### src/source/bwt_ext_params.svh
`ifndef BWT_EXT_PARAMS_SVH
`define BWT_EXT_PARAMS_SVH

// ------------------------------------------------------------
// read geometry
// ------------------------------------------------------------
`define BWT_READ_LEN    16      // bases per read
`define BWT_BASE_W      2       // 2-bit base code
`define BWT_READ_NUM_W  8
`define BWT_READ_DEPTH  8       // read buffer entries

// ------------------------------------------------------------
// index geometry
// ------------------------------------------------------------
`define BWT_IDX_W       32
`define BWT_SEQ_LEN     65536   // initial l

// block start of each base in the index
`define BWT_L2_0        0
`define BWT_L2_1        16384
`define BWT_L2_2        32768
`define BWT_L2_3        49152

`endif

### src/source/bwt_ext_pkg.sv
`include "bwt_ext_params.svh"

package bwt_ext_pkg;

	// base codes, complement is the bitwise inverse
	typedef enum logic [`BWT_BASE_W-1:0] {
		BASE_A = 2'd0,
		BASE_C = 2'd1,
		BASE_G = 2'd2,
		BASE_T = 2'd3
	} base_t;

	typedef enum logic [1:0] {
		EXT_IDLE,
		EXT_REQ,   // request on the memory port
		EXT_WAIT,  // waiting for occurrence counts
		EXT_DONE   // result held until acknowledged
	} ext_state_t;

	typedef logic [`BWT_IDX_W-1:0]      bwt_idx_t;
	typedef logic [`BWT_READ_NUM_W-1:0] read_num_t;
	typedef logic [4:0]                 match_len_t;  // 0 to 16

	// one count per base, index with base_t
	typedef bwt_idx_t [3:0] occ_vec_t;

	// base 0 in the low bits
	typedef base_t [`BWT_READ_LEN-1:0] read_seq_t;

endpackage

### src/source/read_buffer.sv
`include "bwt_ext_params.svh"

module read_buffer (
	input  logic                   Clk_32UI,
	input  logic                   rst_n_i,
	// load side
	input  logic                   load_valid_i,
	output logic                   load_ready_o,
	input  bwt_ext_pkg::read_seq_t load_seq_i,
	// engine side
	output logic                   rd_valid_o,
	input  logic                   rd_fwd_ready_i,
	input  logic                   rd_bwd_ready_i,
	output bwt_ext_pkg::read_seq_t rd_seq_o,
	output bwt_ext_pkg::read_num_t rd_num_o
);

	localparam int PTR_W = $clog2(`BWT_READ_DEPTH);
	localparam int CNT_W = $clog2(`BWT_READ_DEPTH + 1);

	bwt_ext_pkg::read_seq_t seq_mem [`BWT_READ_DEPTH];
	bwt_ext_pkg::read_num_t num_mem [`BWT_READ_DEPTH];

	logic [PTR_W-1:0]       wr_ptr_q;
	logic [PTR_W-1:0]       rd_ptr_q;
	logic [CNT_W-1:0]       count_q;
	bwt_ext_pkg::read_num_t next_num_q;  // stamp for the next loaded read
	logic                   push;
	logic                   pop;

	assign load_ready_o = (count_q != CNT_W'(`BWT_READ_DEPTH));
	assign rd_valid_o   = (count_q != '0);

	assign push = load_valid_i & load_ready_o;
	// both engines take the same read together
	assign pop  = rd_valid_o & rd_fwd_ready_i & rd_bwd_ready_i;

	assign rd_seq_o = seq_mem[rd_ptr_q];
	assign rd_num_o = num_mem[rd_ptr_q];

	// storage
	always_ff @(posedge Clk_32UI) begin
		if (push) begin
			seq_mem[wr_ptr_q] <= load_seq_i;
			num_mem[wr_ptr_q] <= next_num_q;
		end
	end

	// ------------------------------------------------------------
	// pointers and occupancy
	// ------------------------------------------------------------
	always_ff @(posedge Clk_32UI) begin
		if (!rst_n_i) begin
			wr_ptr_q   <= '0;
			rd_ptr_q   <= '0;
			count_q    <= '0;
			next_num_q <= '0;
		end else begin
			if (push) begin
				wr_ptr_q   <= wr_ptr_q + 1'b1;  // depth is a power of two
				next_num_q <= next_num_q + 1'b1;
			end
			if (pop) begin
				rd_ptr_q <= rd_ptr_q + 1'b1;
			end
			case ({push, pop})
				2'b10:   count_q <= count_q + 1'b1;
				2'b01:   count_q <= count_q - 1'b1;
				default: count_q <= count_q;
			endcase
		end
	end

endmodule

### src/source/extension_engine.sv
`include "bwt_ext_params.svh"

module extension_engine #(
	parameter bit BACKWARD = 1'b0  // walk from the last base, complemented
) (
	input  logic                    Clk_32UI,
	input  logic                    rst_n_i,
	// read in
	input  logic                    rd_valid_i,
	output logic                    rd_ready_o,
	input  bwt_ext_pkg::read_seq_t  rd_seq_i,
	// occurrence request
	output logic                    req_valid_o,
	input  logic                    req_ready_i,
	output bwt_ext_pkg::bwt_idx_t   addr_k_o,
	output bwt_ext_pkg::bwt_idx_t   addr_l_o,
	// occurrence response
	input  logic                    rsp_valid_i,
	input  bwt_ext_pkg::occ_vec_t   cnt_k_i,
	input  bwt_ext_pkg::occ_vec_t   cnt_l_i,
	// result
	output logic                    res_valid_o,
	input  logic                    res_ack_i,
	output bwt_ext_pkg::match_len_t res_len_o,
	output bwt_ext_pkg::bwt_idx_t   res_k_o,
	output bwt_ext_pkg::bwt_idx_t   res_l_o
);

	bwt_ext_pkg::ext_state_t state_q;
	bwt_ext_pkg::read_seq_t  seq_q;
	bwt_ext_pkg::bwt_idx_t   k_q;
	bwt_ext_pkg::bwt_idx_t   l_q;
	bwt_ext_pkg::match_len_t len_q;   // bases matched so far

	logic [3:0]              pos;
	bwt_ext_pkg::base_t      raw_base;
	bwt_ext_pkg::base_t      cur_base;
	bwt_ext_pkg::bwt_idx_t   l2_start;
	bwt_ext_pkg::bwt_idx_t   new_k;
	bwt_ext_pkg::bwt_idx_t   new_l;
	logic                    hit;
	logic                    last_base;

	// ------------------------------------------------------------
	// base selection
	// ------------------------------------------------------------
	// len_q doubles as the position, a miss ends the read
	assign pos      = BACKWARD ? (4'(`BWT_READ_LEN - 1) - len_q[3:0]) : len_q[3:0];
	assign raw_base = seq_q[pos];
	assign cur_base = BACKWARD ? bwt_ext_pkg::base_t'(~raw_base) : raw_base;  // A<->T, C<->G

	always_comb begin
		case (cur_base)
			bwt_ext_pkg::BASE_A: l2_start = `BWT_L2_0;
			bwt_ext_pkg::BASE_C: l2_start = `BWT_L2_1;
			bwt_ext_pkg::BASE_G: l2_start = `BWT_L2_2;
			default:             l2_start = `BWT_L2_3;
		endcase
	end

	assign new_k     = l2_start + cnt_k_i[cur_base];
	assign new_l     = l2_start + cnt_l_i[cur_base];
	assign hit       = (new_k < new_l);  // interval still non-empty
	assign last_base = (len_q == bwt_ext_pkg::match_len_t'(`BWT_READ_LEN - 1));

	// ------------------------------------------------------------
	// control
	// ------------------------------------------------------------
	always_ff @(posedge Clk_32UI) begin
		if (!rst_n_i) begin
			state_q <= bwt_ext_pkg::EXT_IDLE;
		end else begin
			case (state_q)
				bwt_ext_pkg::EXT_IDLE: begin
					if (rd_valid_i)
						state_q <= bwt_ext_pkg::EXT_REQ;
				end
				bwt_ext_pkg::EXT_REQ: begin
					if (req_ready_i)
						state_q <= bwt_ext_pkg::EXT_WAIT;
				end
				bwt_ext_pkg::EXT_WAIT: begin
					if (rsp_valid_i) begin
						if (hit && !last_base)
							state_q <= bwt_ext_pkg::EXT_REQ;
						else
							state_q <= bwt_ext_pkg::EXT_DONE;
					end
				end
				default: begin  // EXT_DONE
					if (res_ack_i)
						state_q <= bwt_ext_pkg::EXT_IDLE;
				end
			endcase
		end
	end

	// interval and length
	always_ff @(posedge Clk_32UI) begin
		if (state_q == bwt_ext_pkg::EXT_IDLE && rd_valid_i) begin
			seq_q <= rd_seq_i;
			k_q   <= '0;
			l_q   <= `BWT_SEQ_LEN;
			len_q <= '0;
		end else if (state_q == bwt_ext_pkg::EXT_WAIT && rsp_valid_i && hit) begin
			k_q   <= new_k;
			l_q   <= new_l;
			len_q <= len_q + 5'd1;
		end
	end

	assign rd_ready_o  = (state_q == bwt_ext_pkg::EXT_IDLE);
	assign req_valid_o = (state_q == bwt_ext_pkg::EXT_REQ);
	assign addr_k_o    = k_q;  // steady while waiting for the port
	assign addr_l_o    = l_q;
	assign res_valid_o = (state_q == bwt_ext_pkg::EXT_DONE);
	assign res_len_o   = len_q;
	assign res_k_o     = k_q;
	assign res_l_o     = l_q;

endmodule

### src/source/extension_join.sv
module extension_join (
	input  logic                    Clk_32UI,
	input  logic                    rst_n_i,
	// engine requests
	input  logic                    fwd_req_valid_i,
	output logic                    fwd_req_ready_o,
	input  bwt_ext_pkg::bwt_idx_t   fwd_addr_k_i,
	input  bwt_ext_pkg::bwt_idx_t   fwd_addr_l_i,
	input  logic                    bwd_req_valid_i,
	output logic                    bwd_req_ready_o,
	input  bwt_ext_pkg::bwt_idx_t   bwd_addr_k_i,
	input  bwt_ext_pkg::bwt_idx_t   bwd_addr_l_i,
	// memory port
	output logic                    mem_req_valid_o,
	input  logic                    mem_req_ready_i,
	output bwt_ext_pkg::bwt_idx_t   mem_addr_k_o,
	output bwt_ext_pkg::bwt_idx_t   mem_addr_l_o,
	input  logic                    mem_rsp_valid_i,
	output logic                    fwd_rsp_valid_o,
	output logic                    bwd_rsp_valid_o,
	// engine results
	input  logic                    fwd_res_valid_i,
	input  bwt_ext_pkg::match_len_t fwd_res_len_i,
	input  bwt_ext_pkg::bwt_idx_t   fwd_res_k_i,
	input  bwt_ext_pkg::bwt_idx_t   fwd_res_l_i,
	input  logic                    bwd_res_valid_i,
	input  bwt_ext_pkg::match_len_t bwd_res_len_i,
	input  bwt_ext_pkg::bwt_idx_t   bwd_res_k_i,
	input  bwt_ext_pkg::bwt_idx_t   bwd_res_l_i,
	input  bwt_ext_pkg::read_num_t  rd_num_i,
	output logic                    res_ack_o,
	// joined output
	output logic                    out_valid_o,
	input  logic                    out_ready_i,
	output bwt_ext_pkg::read_num_t  out_read_num_o,
	output bwt_ext_pkg::match_len_t out_fwd_len_o,
	output bwt_ext_pkg::bwt_idx_t   out_fwd_k_o,
	output bwt_ext_pkg::bwt_idx_t   out_fwd_l_o,
	output bwt_ext_pkg::match_len_t out_bwd_len_o,
	output bwt_ext_pkg::bwt_idx_t   out_bwd_k_o,
	output bwt_ext_pkg::bwt_idx_t   out_bwd_l_o
);

	logic                   hold_bwd_q;  // bwd owns a stalled port
	logic                   sel_bwd;
	logic                   req_fire;
	logic                   tag_mem [2];  // 1 = backward owner
	logic                   tag_wr_q;
	logic                   tag_rd_q;
	logic                   eng_idle_q;
	bwt_ext_pkg::read_num_t read_num_q;

	// ------------------------------------------------------------
	// arbitration, forward wins a tie
	// ------------------------------------------------------------
	assign sel_bwd         = hold_bwd_q | (bwd_req_valid_i & ~fwd_req_valid_i);
	assign mem_req_valid_o = fwd_req_valid_i | bwd_req_valid_i;
	assign mem_addr_k_o    = sel_bwd ? bwd_addr_k_i : fwd_addr_k_i;
	assign mem_addr_l_o    = sel_bwd ? bwd_addr_l_i : fwd_addr_l_i;
	assign fwd_req_ready_o = mem_req_ready_i & ~sel_bwd;
	assign bwd_req_ready_o = mem_req_ready_i & sel_bwd;
	assign req_fire        = mem_req_valid_o & mem_req_ready_i;

	// responses in request order, owner at the tag head
	assign fwd_rsp_valid_o = mem_rsp_valid_i & ~tag_mem[tag_rd_q];
	assign bwd_rsp_valid_o = mem_rsp_valid_i & tag_mem[tag_rd_q];

	always_ff @(posedge Clk_32UI) begin
		if (req_fire)
			tag_mem[tag_wr_q] <= sel_bwd;
	end

	always_ff @(posedge Clk_32UI) begin
		if (!rst_n_i) begin
			hold_bwd_q <= 1'b0;
			tag_wr_q   <= 1'b0;
			tag_rd_q   <= 1'b0;
			eng_idle_q <= 1'b1;
		end else begin
			hold_bwd_q <= sel_bwd & bwd_req_valid_i & ~mem_req_ready_i;
			if (req_fire)
				tag_wr_q <= ~tag_wr_q;
			if (mem_rsp_valid_i)
				tag_rd_q <= ~tag_rd_q;
			// engines idle from ack until their first request
			if (res_ack_o)
				eng_idle_q <= 1'b1;
			else if (fwd_req_valid_i)
				eng_idle_q <= 1'b0;
		end
	end

	// ------------------------------------------------------------
	// result join
	// ------------------------------------------------------------
	// last value seen before the first request is the popped read
	always_ff @(posedge Clk_32UI) begin
		if (eng_idle_q && !fwd_req_valid_i)
			read_num_q <= rd_num_i;
	end

	assign res_ack_o = out_valid_o & out_ready_i;

	always_ff @(posedge Clk_32UI) begin
		if (!rst_n_i) begin
			out_valid_o <= 1'b0;
		end else if (res_ack_o) begin
			out_valid_o <= 1'b0;
		end else if (fwd_res_valid_i && bwd_res_valid_i) begin
			out_valid_o <= 1'b1;
		end
	end

	always_ff @(posedge Clk_32UI) begin
		if (!out_valid_o && fwd_res_valid_i && bwd_res_valid_i) begin
			out_read_num_o <= read_num_q;
			out_fwd_len_o  <= fwd_res_len_i;
			out_fwd_k_o    <= fwd_res_k_i;
			out_fwd_l_o    <= fwd_res_l_i;
			out_bwd_len_o  <= bwd_res_len_i;
			out_bwd_k_o    <= bwd_res_k_i;
			out_bwd_l_o    <= bwd_res_l_i;
		end
	end

endmodule

### src/source/bwt_ext_top.sv
module bwt_ext_top (
	input  logic                    Clk_32UI,
	input  logic                    rst_n_i,
	// read loading
	input  logic                    load_valid_i,
	output logic                    load_ready_o,
	input  bwt_ext_pkg::read_seq_t  load_seq_i,
	// occurrence memory
	output logic                    mem_req_valid_o,
	input  logic                    mem_req_ready_i,
	output bwt_ext_pkg::bwt_idx_t   mem_addr_k_o,
	output bwt_ext_pkg::bwt_idx_t   mem_addr_l_o,
	input  logic                    mem_rsp_valid_i,
	input  bwt_ext_pkg::occ_vec_t   mem_cnt_k_i,
	input  bwt_ext_pkg::occ_vec_t   mem_cnt_l_i,
	// joined results
	output logic                    out_valid_o,
	input  logic                    out_ready_i,
	output bwt_ext_pkg::read_num_t  out_read_num_o,
	output bwt_ext_pkg::match_len_t out_fwd_len_o,
	output bwt_ext_pkg::bwt_idx_t   out_fwd_k_o,
	output bwt_ext_pkg::bwt_idx_t   out_fwd_l_o,
	output bwt_ext_pkg::match_len_t out_bwd_len_o,
	output bwt_ext_pkg::bwt_idx_t   out_bwd_k_o,
	output bwt_ext_pkg::bwt_idx_t   out_bwd_l_o
);

	// buffer to engines
	logic                    rd_valid;
	logic                    fwd_rd_ready;
	logic                    bwd_rd_ready;
	bwt_ext_pkg::read_seq_t  rd_seq;
	bwt_ext_pkg::read_num_t  rd_num;

	// engines to join
	logic                    fwd_req_valid, fwd_req_ready, fwd_rsp_valid;
	logic                    bwd_req_valid, bwd_req_ready, bwd_rsp_valid;
	bwt_ext_pkg::bwt_idx_t   fwd_addr_k, fwd_addr_l;
	bwt_ext_pkg::bwt_idx_t   bwd_addr_k, bwd_addr_l;
	logic                    fwd_res_valid, bwd_res_valid;
	bwt_ext_pkg::match_len_t fwd_res_len, bwd_res_len;
	bwt_ext_pkg::bwt_idx_t   fwd_res_k, fwd_res_l;
	bwt_ext_pkg::bwt_idx_t   bwd_res_k, bwd_res_l;
	logic                    res_ack;

	read_buffer i_read_buffer (
		.Clk_32UI       (Clk_32UI),
		.rst_n_i        (rst_n_i),
		.load_valid_i   (load_valid_i),
		.load_ready_o   (load_ready_o),
		.load_seq_i     (load_seq_i),
		.rd_valid_o     (rd_valid),
		.rd_fwd_ready_i (fwd_rd_ready),
		.rd_bwd_ready_i (bwd_rd_ready),
		.rd_seq_o       (rd_seq),
		.rd_num_o       (rd_num)
	);

	// ------------------------------------------------------------
	// engine pair, same read side by side
	// ------------------------------------------------------------
	extension_engine #(.BACKWARD(1'b0)) i_fwd_engine (
		.Clk_32UI    (Clk_32UI),       .rst_n_i     (rst_n_i),
		.rd_valid_i  (rd_valid),       .rd_ready_o  (fwd_rd_ready),  .rd_seq_i (rd_seq),
		.req_valid_o (fwd_req_valid),  .req_ready_i (fwd_req_ready),
		.addr_k_o    (fwd_addr_k),     .addr_l_o    (fwd_addr_l),
		.rsp_valid_i (fwd_rsp_valid),  .cnt_k_i     (mem_cnt_k_i),   .cnt_l_i  (mem_cnt_l_i),
		.res_valid_o (fwd_res_valid),  .res_ack_i   (res_ack),
		.res_len_o   (fwd_res_len),    .res_k_o     (fwd_res_k),     .res_l_o  (fwd_res_l)
	);

	extension_engine #(.BACKWARD(1'b1)) i_bwd_engine (
		.Clk_32UI    (Clk_32UI),       .rst_n_i     (rst_n_i),
		.rd_valid_i  (rd_valid),       .rd_ready_o  (bwd_rd_ready),  .rd_seq_i (rd_seq),
		.req_valid_o (bwd_req_valid),  .req_ready_i (bwd_req_ready),
		.addr_k_o    (bwd_addr_k),     .addr_l_o    (bwd_addr_l),
		.rsp_valid_i (bwd_rsp_valid),  .cnt_k_i     (mem_cnt_k_i),   .cnt_l_i  (mem_cnt_l_i),
		.res_valid_o (bwd_res_valid),  .res_ack_i   (res_ack),
		.res_len_o   (bwd_res_len),    .res_k_o     (bwd_res_k),     .res_l_o  (bwd_res_l)
	);

	extension_join i_extension_join (
		.Clk_32UI        (Clk_32UI),        .rst_n_i         (rst_n_i),
		.fwd_req_valid_i (fwd_req_valid),   .fwd_req_ready_o (fwd_req_ready),
		.fwd_addr_k_i    (fwd_addr_k),      .fwd_addr_l_i    (fwd_addr_l),
		.bwd_req_valid_i (bwd_req_valid),   .bwd_req_ready_o (bwd_req_ready),
		.bwd_addr_k_i    (bwd_addr_k),      .bwd_addr_l_i    (bwd_addr_l),
		.mem_req_valid_o (mem_req_valid_o), .mem_req_ready_i (mem_req_ready_i),
		.mem_addr_k_o    (mem_addr_k_o),    .mem_addr_l_o    (mem_addr_l_o),
		.mem_rsp_valid_i (mem_rsp_valid_i),
		.fwd_rsp_valid_o (fwd_rsp_valid),   .bwd_rsp_valid_o (bwd_rsp_valid),
		.fwd_res_valid_i (fwd_res_valid),   .fwd_res_len_i   (fwd_res_len),
		.fwd_res_k_i     (fwd_res_k),       .fwd_res_l_i     (fwd_res_l),
		.bwd_res_valid_i (bwd_res_valid),   .bwd_res_len_i   (bwd_res_len),
		.bwd_res_k_i     (bwd_res_k),       .bwd_res_l_i     (bwd_res_l),
		.rd_num_i        (rd_num),          .res_ack_o       (res_ack),
		.out_valid_o     (out_valid_o),     .out_ready_i     (out_ready_i),
		.out_read_num_o  (out_read_num_o),
		.out_fwd_len_o   (out_fwd_len_o),   .out_fwd_k_o     (out_fwd_k_o),
		.out_fwd_l_o     (out_fwd_l_o),
		.out_bwd_len_o   (out_bwd_len_o),   .out_bwd_k_o     (out_bwd_k_o),
		.out_bwd_l_o     (out_bwd_l_o)
	);

endmodule

### config.mk
export PLATFORM = sky130hd
export DESIGN_NAME = bwt_ext_top
export DESIGN_NICKNAME = d
export VERILOG_FILES = /design/src/source/bwt_ext_pkg.sv /design/src/source/read_buffer.sv /design/src/source/extension_engine.sv /design/src/source/extension_join.sv /design/src/source/bwt_ext_top.sv
export VERILOG_INCLUDE_DIRS = /design/src /design/src/source
export SDC_FILE = /design/constraint.sdc
export NUM_CORES = 1
export LEC_CHECK = 0
export ABC_CLOCK_PERIOD_IN_PS = 8300
export BUFFER_PORTS_ARGS = -buffer_cell sky130_fd_sc_hd__clkbuf_2
export CORE_MARGIN = 5
export CORE_UTILIZATION = 58
export CTS_CLUSTER_SIZE = 20
export DETAILED_ROUTE_END_ITERATION = 8
export HOLD_SLACK_MARGIN = 0.05
export PLACE_DENSITY_LB_ADDON = 0.05
export SYNTH_ARGS = -nofsm -noshare
export SYNTH_HDL_FRONTEND = slang
export SYNTH_SLANG_ARGS = --single-unit
### constraint.sdc
create_clock -name Clk_32UI -period 8.3 [get_ports Clk_32UI]
set_input_delay 0.415 -clock Clk_32UI [delete_from_list [all_inputs] [get_ports Clk_32UI]]
set_output_delay 0.415 -clock Clk_32UI [all_outputs]
set_load 0.005 [all_outputs]
After elaboration in Yosys (flattened, before gate mapping):

Memory sizes are Yosys's and may differ from the RTL's. A register that Yosys moved wholly into a read port is not among the register bits.
Index checks and enable logic that the tools add are counted.

* output and inout bits: 213
* input bits: 294
* logic and storage cells: 182
* bits in registers: 375
* memory bits (writable): 322
* memories: 3

* eq/ne operators: 21
* add/subtract/negate cells: 12
* reduce and logical (&&, ||, !) cells: 27
* multiplexer cells: 35
* bitwise operators: 22
* magnitude comparators: 6

Memory list
* i_read_buffer.seq_mem: words 8, bits a word 32, read ports 1, clocked after memory_dff 1, wr ports 1, RTL line read_buffer.sv:21 `` bwt_ext_pkg::read_seq_t seq_mem [`BWT_READ_DEPTH]; ``
* i_read_buffer.num_mem: words 8, bits a word 8, read ports 1, clocked after memory_dff 1, wr ports 1, RTL line read_buffer.sv:22 `` bwt_ext_pkg::read_num_t num_mem [`BWT_READ_DEPTH]; ``
* i_extension_join.tag_mem: words 2, bits a word 1, read ports 1, clocked after memory_dff 1, wr ports 1, RTL line extension_join.sv:47 `logic tag_mem [2];`

Operator list (number)
* $bmux W32 S2: 4
* $mux W32: 6
* $add A16 B32 Y32: 4
* $pmux W16 S3: 2
* $lt A32 B32 Y1: 2
* $mux W2: 10
* $bmux W2 S4: 2
* $eq A2 B2 Y1 const B: 7
* $and A1 B1 Y1: 12
* $logic_and A1 B1 Y1: 12
* $pmux W2 S3: 2
* $reduce_bool A4 Y1: 3
* $add A5 B1 Y5 const B: 2
* $eq A2 B1 Y1 const B: 5
* $eq A5 B4 Y1 const B: 2
* $lt A4 B5 Y1 const B: 2
* $add A8 B1 Y8 const B: 1
* $logic_not A2 Y1: 4
* $ne A2 B1 Y1 const B: 4
* $pmux W4 S2: 1
* $reduce_and A4 Y1: 2
* $not A1 Y1: 7
* $add A3 B1 Y3 const B: 2
* $lt A2 B3 Y1 const B: 2
* other kinds (12): 23

Longest topological paths before layout:

* depth after elaboration: 12
* gate-level depth with buffers: 33
* mapped depth without buffers: 24

Hierarchy:

A second synthesis with hierarchy kept.

* cell total of the unflattened synthesis: 2887
* area, all modules: 35392.7 um2

By module, submodules not included
* read_buffer: cells an instance 576, seq. area each 10029.6 um2, instances 1, area each 13041.3 um2
* extension_engine (i_bwd_engine): cells an instance 1071, seq. area each 2382.3 um2, instances 1, area each 8425.6 um2
* extension_engine (i_fwd_engine): cells an instance 979, seq. area each 2382.3 um2, instances 1, area each 8041.5 um2
* extension_join: cells an instance 261, seq. area each 4804.6 um2, instances 1, area each 5884.4 um2

Worst setup path after synthesis:

Ideal clock, no wire load.

* path kind: flip-flop to flip-flop
* start point: register i_fwd_engine.state_q[0]
* end point: register i_extension_join.out_bwd_k_o[0], enable pin
* path buffers: 1
* cell stages (with the launch flop): 4
* slack: 0.874 ns
* arrival: 6.772 ns
* path through: dfxtp_1 clkbuf_1 nand4_1 nor2_1

* longest elaborated chain between the ends: 3

RTL lines
* start, declared: RTL line extension_engine.sv:29 `bwt_ext_pkg::ext_state_t state_q;`
* start signal, assigned: RTL line extension_engine.sv:71 `state_q <= bwt_ext_pkg::EXT_IDLE;`
* start signal, assigned: RTL line extension_engine.sv:76 `state_q <= bwt_ext_pkg::EXT_REQ;`
* start signal, assigned: RTL line extension_engine.sv:80 `state_q <= bwt_ext_pkg::EXT_WAIT;`
* $eq A2 B2 Y1: RTL line extension_engine.sv:116 `assign res_valid_o = (state_q == bwt_ext_pkg::EXT_DONE);`
* $logic_and A1 B1 Y1 (2 in a row): RTL line extension_join.sv:115 `if (!out_valid_o && fwd_res_valid_i && bwd_res_valid_i) begin`
* end signal, assigned: RTL line extension_join.sv:121 `out_bwd_k_o <= bwd_res_k_i;`
* end, declared: RTL line extension_join.sv:40 `output bwt_ext_pkg::bwt_idx_t out_bwd_k_o,`

No other way between the ends.
A chain may end at the register's enable or synchronous reset.

Worst setup path in the final report:

* start point: register i_fwd_engine.len_q[1], in the netlist i_fwd_engine.res_len_o[1]
* end point: register i_fwd_engine.l_q[27], in the netlist i_fwd_engine.addr_l_o[27]

* longest elaborated chain between the ends: 7

RTL lines
* start, declared: RTL line extension_engine.sv:33 `bwt_ext_pkg::match_len_t len_q;`
* start signal, assigned: RTL line extension_engine.sv:108 `len_q <= len_q + 5'd1;`
* $bmux W2 S4 (*): RTL line extension_engine.sv:49 `assign raw_base = seq_q[pos];`
* $mux W2 (implied by the code) (*): RTL line extension_engine.sv:49
* $eq A2 B2 Y1 (tied with other cells): RTL line extension_engine.sv:53 `case (cur_base)`
* $pmux W16 S3 or $mux W32 (tied branches): RTL line extension_engine.sv:53, extension_engine.sv:61
* $add A16 B32 Y32 (*): RTL line extension_engine.sv:61 `assign new_k = l2_start + cnt_k_i[cur_base];`
* named net i_fwd_engine.new_k[31]: RTL line extension_engine.sv:39 `bwt_ext_pkg::bwt_idx_t new_k;`
* $lt A32 B32 Y1 (*): RTL line extension_engine.sv:63 `assign hit = (new_k < new_l);`
* $logic_and A1 B1 Y1 (*): RTL line extension_engine.sv:105 `end else if (state_q == bwt_ext_pkg::EXT_WAIT && rsp_valid_i && hit) begin`
* end signal, assigned: RTL line extension_engine.sv:103 `` l_q <= `BWT_SEQ_LEN; ``
* end signal, assigned: RTL line extension_engine.sv:107 `l_q <= new_l;`
* end, declared: RTL line extension_engine.sv:32 `bwt_ext_pkg::bwt_idx_t l_q;`

Mark *: on every way through the listed nets, which the timed path passes. The rest lies on a longest branch. The select of a mux whose other input is x is not followed.

==> impl_metrics.ini <==
[global_routing]
antenna_found_initial = 17
grt_pass1_vias = 24000
grt_first_pass_wirelength_mm = 155
grt_max_degree = 81
overflow = 0
gr-usage-all-layers_pct = 32.0

[drt]
ant_nets = 0
drt_iter0_markers = 2584
avgRoutedWirePerCell_microns = 26.2
wirelength_mm = 106
first_pass_iters = 6
via_count = 24900
drc_errors = 0
via_per_inst = 6.14

[synth]
netlist_area_sq_mm = 0.0344
synth_edf_count = 540
ys.flop_type = edfxtp_1
async_flop_share_pct = 0
yosysWarnings = 0
syn-num-nets = 3136
synthCells = 2757
yosysUniqueCellTypes = 89
synth_seq_cells = 709
avgSynthCellArea_sq_um = 12.5
synth-seq-area-share_pct = 57.1

[flow_run]
drv_cap = 0

[critical_path]
crit_path_start_kind = flop
crit_fanout = 62
r2r_slack_ns = 0.41
cp_top_family = simple AND/OR/NAND/NOR gates
cp.required_ns = 8.77
endpoint_kind = flop
critical_path_class = reg2reg
slowest_delay_ns = 0.73
critical_path_buf_inv_count = 3
critPathArrivalTime_ns = 8.36
cp_slowest_cell = nor4_1
crit_chain = mux4_2 -> o22ai_1 -> o22a_4 -> buf_4 -> nand2_1 -> and2_1 -> ha_1 -> a21oi_1 -> or3_1 -> nor4_1 -> xor2_1 -> inv_1 -> ha_1 -> nand3_1 -> or4_1 -> or3_1 -> nor4_1 -> a2111o_1 -> nor2_4 -> buf_4 -> o21ai_0 -> a21oi_1

[cts]
clockRootBuffer = clkbuf_16
h-tree-depth = 3
cts_sinks = 709
clk_latency_ns = 0.62
post_cts_buffers = 0
clk_pin_slew_ns = 0.06
clk_path_buf_depth = 3
cts_tree = built
cts_buffers = 73

[placed_design]
port_buffers = 506
gp_congestion = 0.949
place_area_sq_mm = 0.0374
dp_hpwl_mm = 76.8

[finish]
final_util_pct = 67.9
final_cell_mix = edfxtp_1 (540), clkbuf_2 (506), nand2_1 (419)
area_growth_pct = 16.3
filler_cell_count = 4240
nets = 3585
post-route-cell-area_sq_mm = 0.0399
final_common_cell = edfxtp_1
drive_gt1_share_pct = 29.0

[timing]
tightest_slew_ns = 1.00
rsz0062_at_grt = false
drv_slew = 0
hold_viol = 0
skew_ns = 0.0329
fin_crit_sh_pct = 95.1
fmax_mhz = 127
setup_violations = 0
holdWs_ns = 0.0800
setup_tns_ns = 0
slew_headroom_pct = 33.3
min_period_ns = 7.89

[die]
io_pins = 507
die-area_sq_mm = 0.0642
die_x_microns = 253
initial_utilization_pct = 58.4
core.rowCount = 89
die_h_microns = 253
fp.coreArea_sq_mm = 0.0588

[worst_hold_path]
worstHoldPathType = in2reg

[power]
ir_worst_vdd_uv = 331
p_leak_uw = 0.0154
power_density_mw_per_mm2 = 388

[status]
outcome = completed
cell families after synthesis:
| family | Yosys count | share of synthesized area [%] |
|---|---|---|
| DFF | 709 | 57.1 |
| and+or+nand+nor | 869 | 12.0 |
| muxes | 376 | 14.8 |
| adders and majority gates | 85 | 3.21 |
| AOI/OAI and AO/OA | 422 | 8.01 |
| xor gates and xnor gates | 79 | 2.01 |
| buffers and inverters | 217 | 2.93 |
where the power goes:
part           internal [uW]  switching (uW)
clock network           1870            1400
logic                   2730            4810
registers               4410             283
total                   9010            6500
metal layers:
layer  vias to the layer above  routed length (microns)  share of wire (%)  global-route usage, %
met4                        16                     2590                2.4                   8.62
met2                      1103                    51500                 49                   52.5
met1                     12300                    42600                 40                   44.0
li1                      11200                        -                  -                      -
met5                         -                       94              0.089                      0
met3                       193                     9000                8.5                   6.51
registers in the layout, indices dropped and copies added, names as in the netlist, 5 cells and up, named ones only:
name                             cells
i_read_buffer.seq_mem              256
i_read_buffer.next_num_q             8
i_fwd_engine.addr_l_o               32
i_extension_join.out_read_num_o      8
i_fwd_engine.seq_q                  32
i_extension_join.out_bwd_k_o        32
i_extension_join.out_bwd_len_o       5
i_bwd_engine.seq_q                  32
i_bwd_engine.res_len_o               5
i_read_buffer.num_mem               64
i_extension_join.out_fwd_l_o        32
i_fwd_engine.res_len_o               5
i_extension_join.out_bwd_l_o        32
i_bwd_engine.addr_l_o               32
i_extension_join.read_num_q          8
i_extension_join.out_fwd_len_o       5
i_bwd_engine.addr_k_o               32
i_fwd_engine.addr_k_o               32
i_extension_join.out_fwd_k_o        32
final timing paths:
check,end,start,cells after the start
worst max-delay path,i_fwd_engine.addr_l_o[27],i_fwd_engine.res_len_o[1],22
worst min-delay path,i_read_buffer.seq_mem[2][22],load_seq_i[22],1
worst min register to register,i_extension_join.out_read_num_o[7],i_extension_join.read_num_q[7],0
worst max register to register,i_fwd_engine.addr_l_o[27],i_fwd_engine.res_len_o[1],22
through the flow:
stage | setup WS, ns | power, uW | std cells
after floorplan | 0.874 | 9830 | 2757
after global placement | 0.570 | 12000 | 3900
after detailed placement | 0.399 | 12100 | 3900
after CTS | 0.260 | 15400 | 4035
after global routing | 0.104 | 16300 | 4040
final | 0.406 | 15500 | 4044
cell usage after synthesis, types with 11 or more instances:
cell type	number	area share, %
xnor2_1	43	1.1
nand4_1	24	0.44
buf_2	37	0.54
nor2_1	104	1.1
a21o_1	34	0.74
o21ai_0	99	1.4
o21a_1	17	0.37
nor4_1	23	0.42
clkbuf_1	90	0.98
nand3_1	69	1.0
nor3_1	41	0.60
xor2_1	36	0.92
a31oi_1	54	0.98
inv_1	36	0.39
a211oi_1	35	0.76
buf_1	24	0.26
ha_1	80	2.9
edfxtp_1	540	47
mux4_2	87	5.7
buf_4	12	0.26
a21oi_1	88	1.3
mux2_2	143	4.7
mux2i_1	141	4.1
dfxtp_1	169	9.8
buf_6	12	0.39
nand2_1	419	4.6
nand2b_1	19	0.35
and2_1	66	1.2
o22ai_1	11	0.20
and3_1	48	0.87
o31ai_1	16	0.35
layout make-up:
type                    count  area (sq um)  share of cell area [%]
well taps                 773           967                    2.42
repair buffers            550          2920                    7.32
clock buffers              82          1900                    4.76
inverters                  41           158                   0.395
diodes                      9          22.5                  0.0564
clock inverters            49           520                    1.30
flip-flops and latches    709         19600                    49.1
multi-input cells        1831         13800                    34.6
what timing repair did:
item | 4_1_cts | 5_1_grt
endpoints found under the setup margin | 0 | 35
hold endpoints to repair | 24 | 0
hold buffers | 4 | 0
gates resized for setup | 0 | 1
Power figures use the tool's default switching activity.
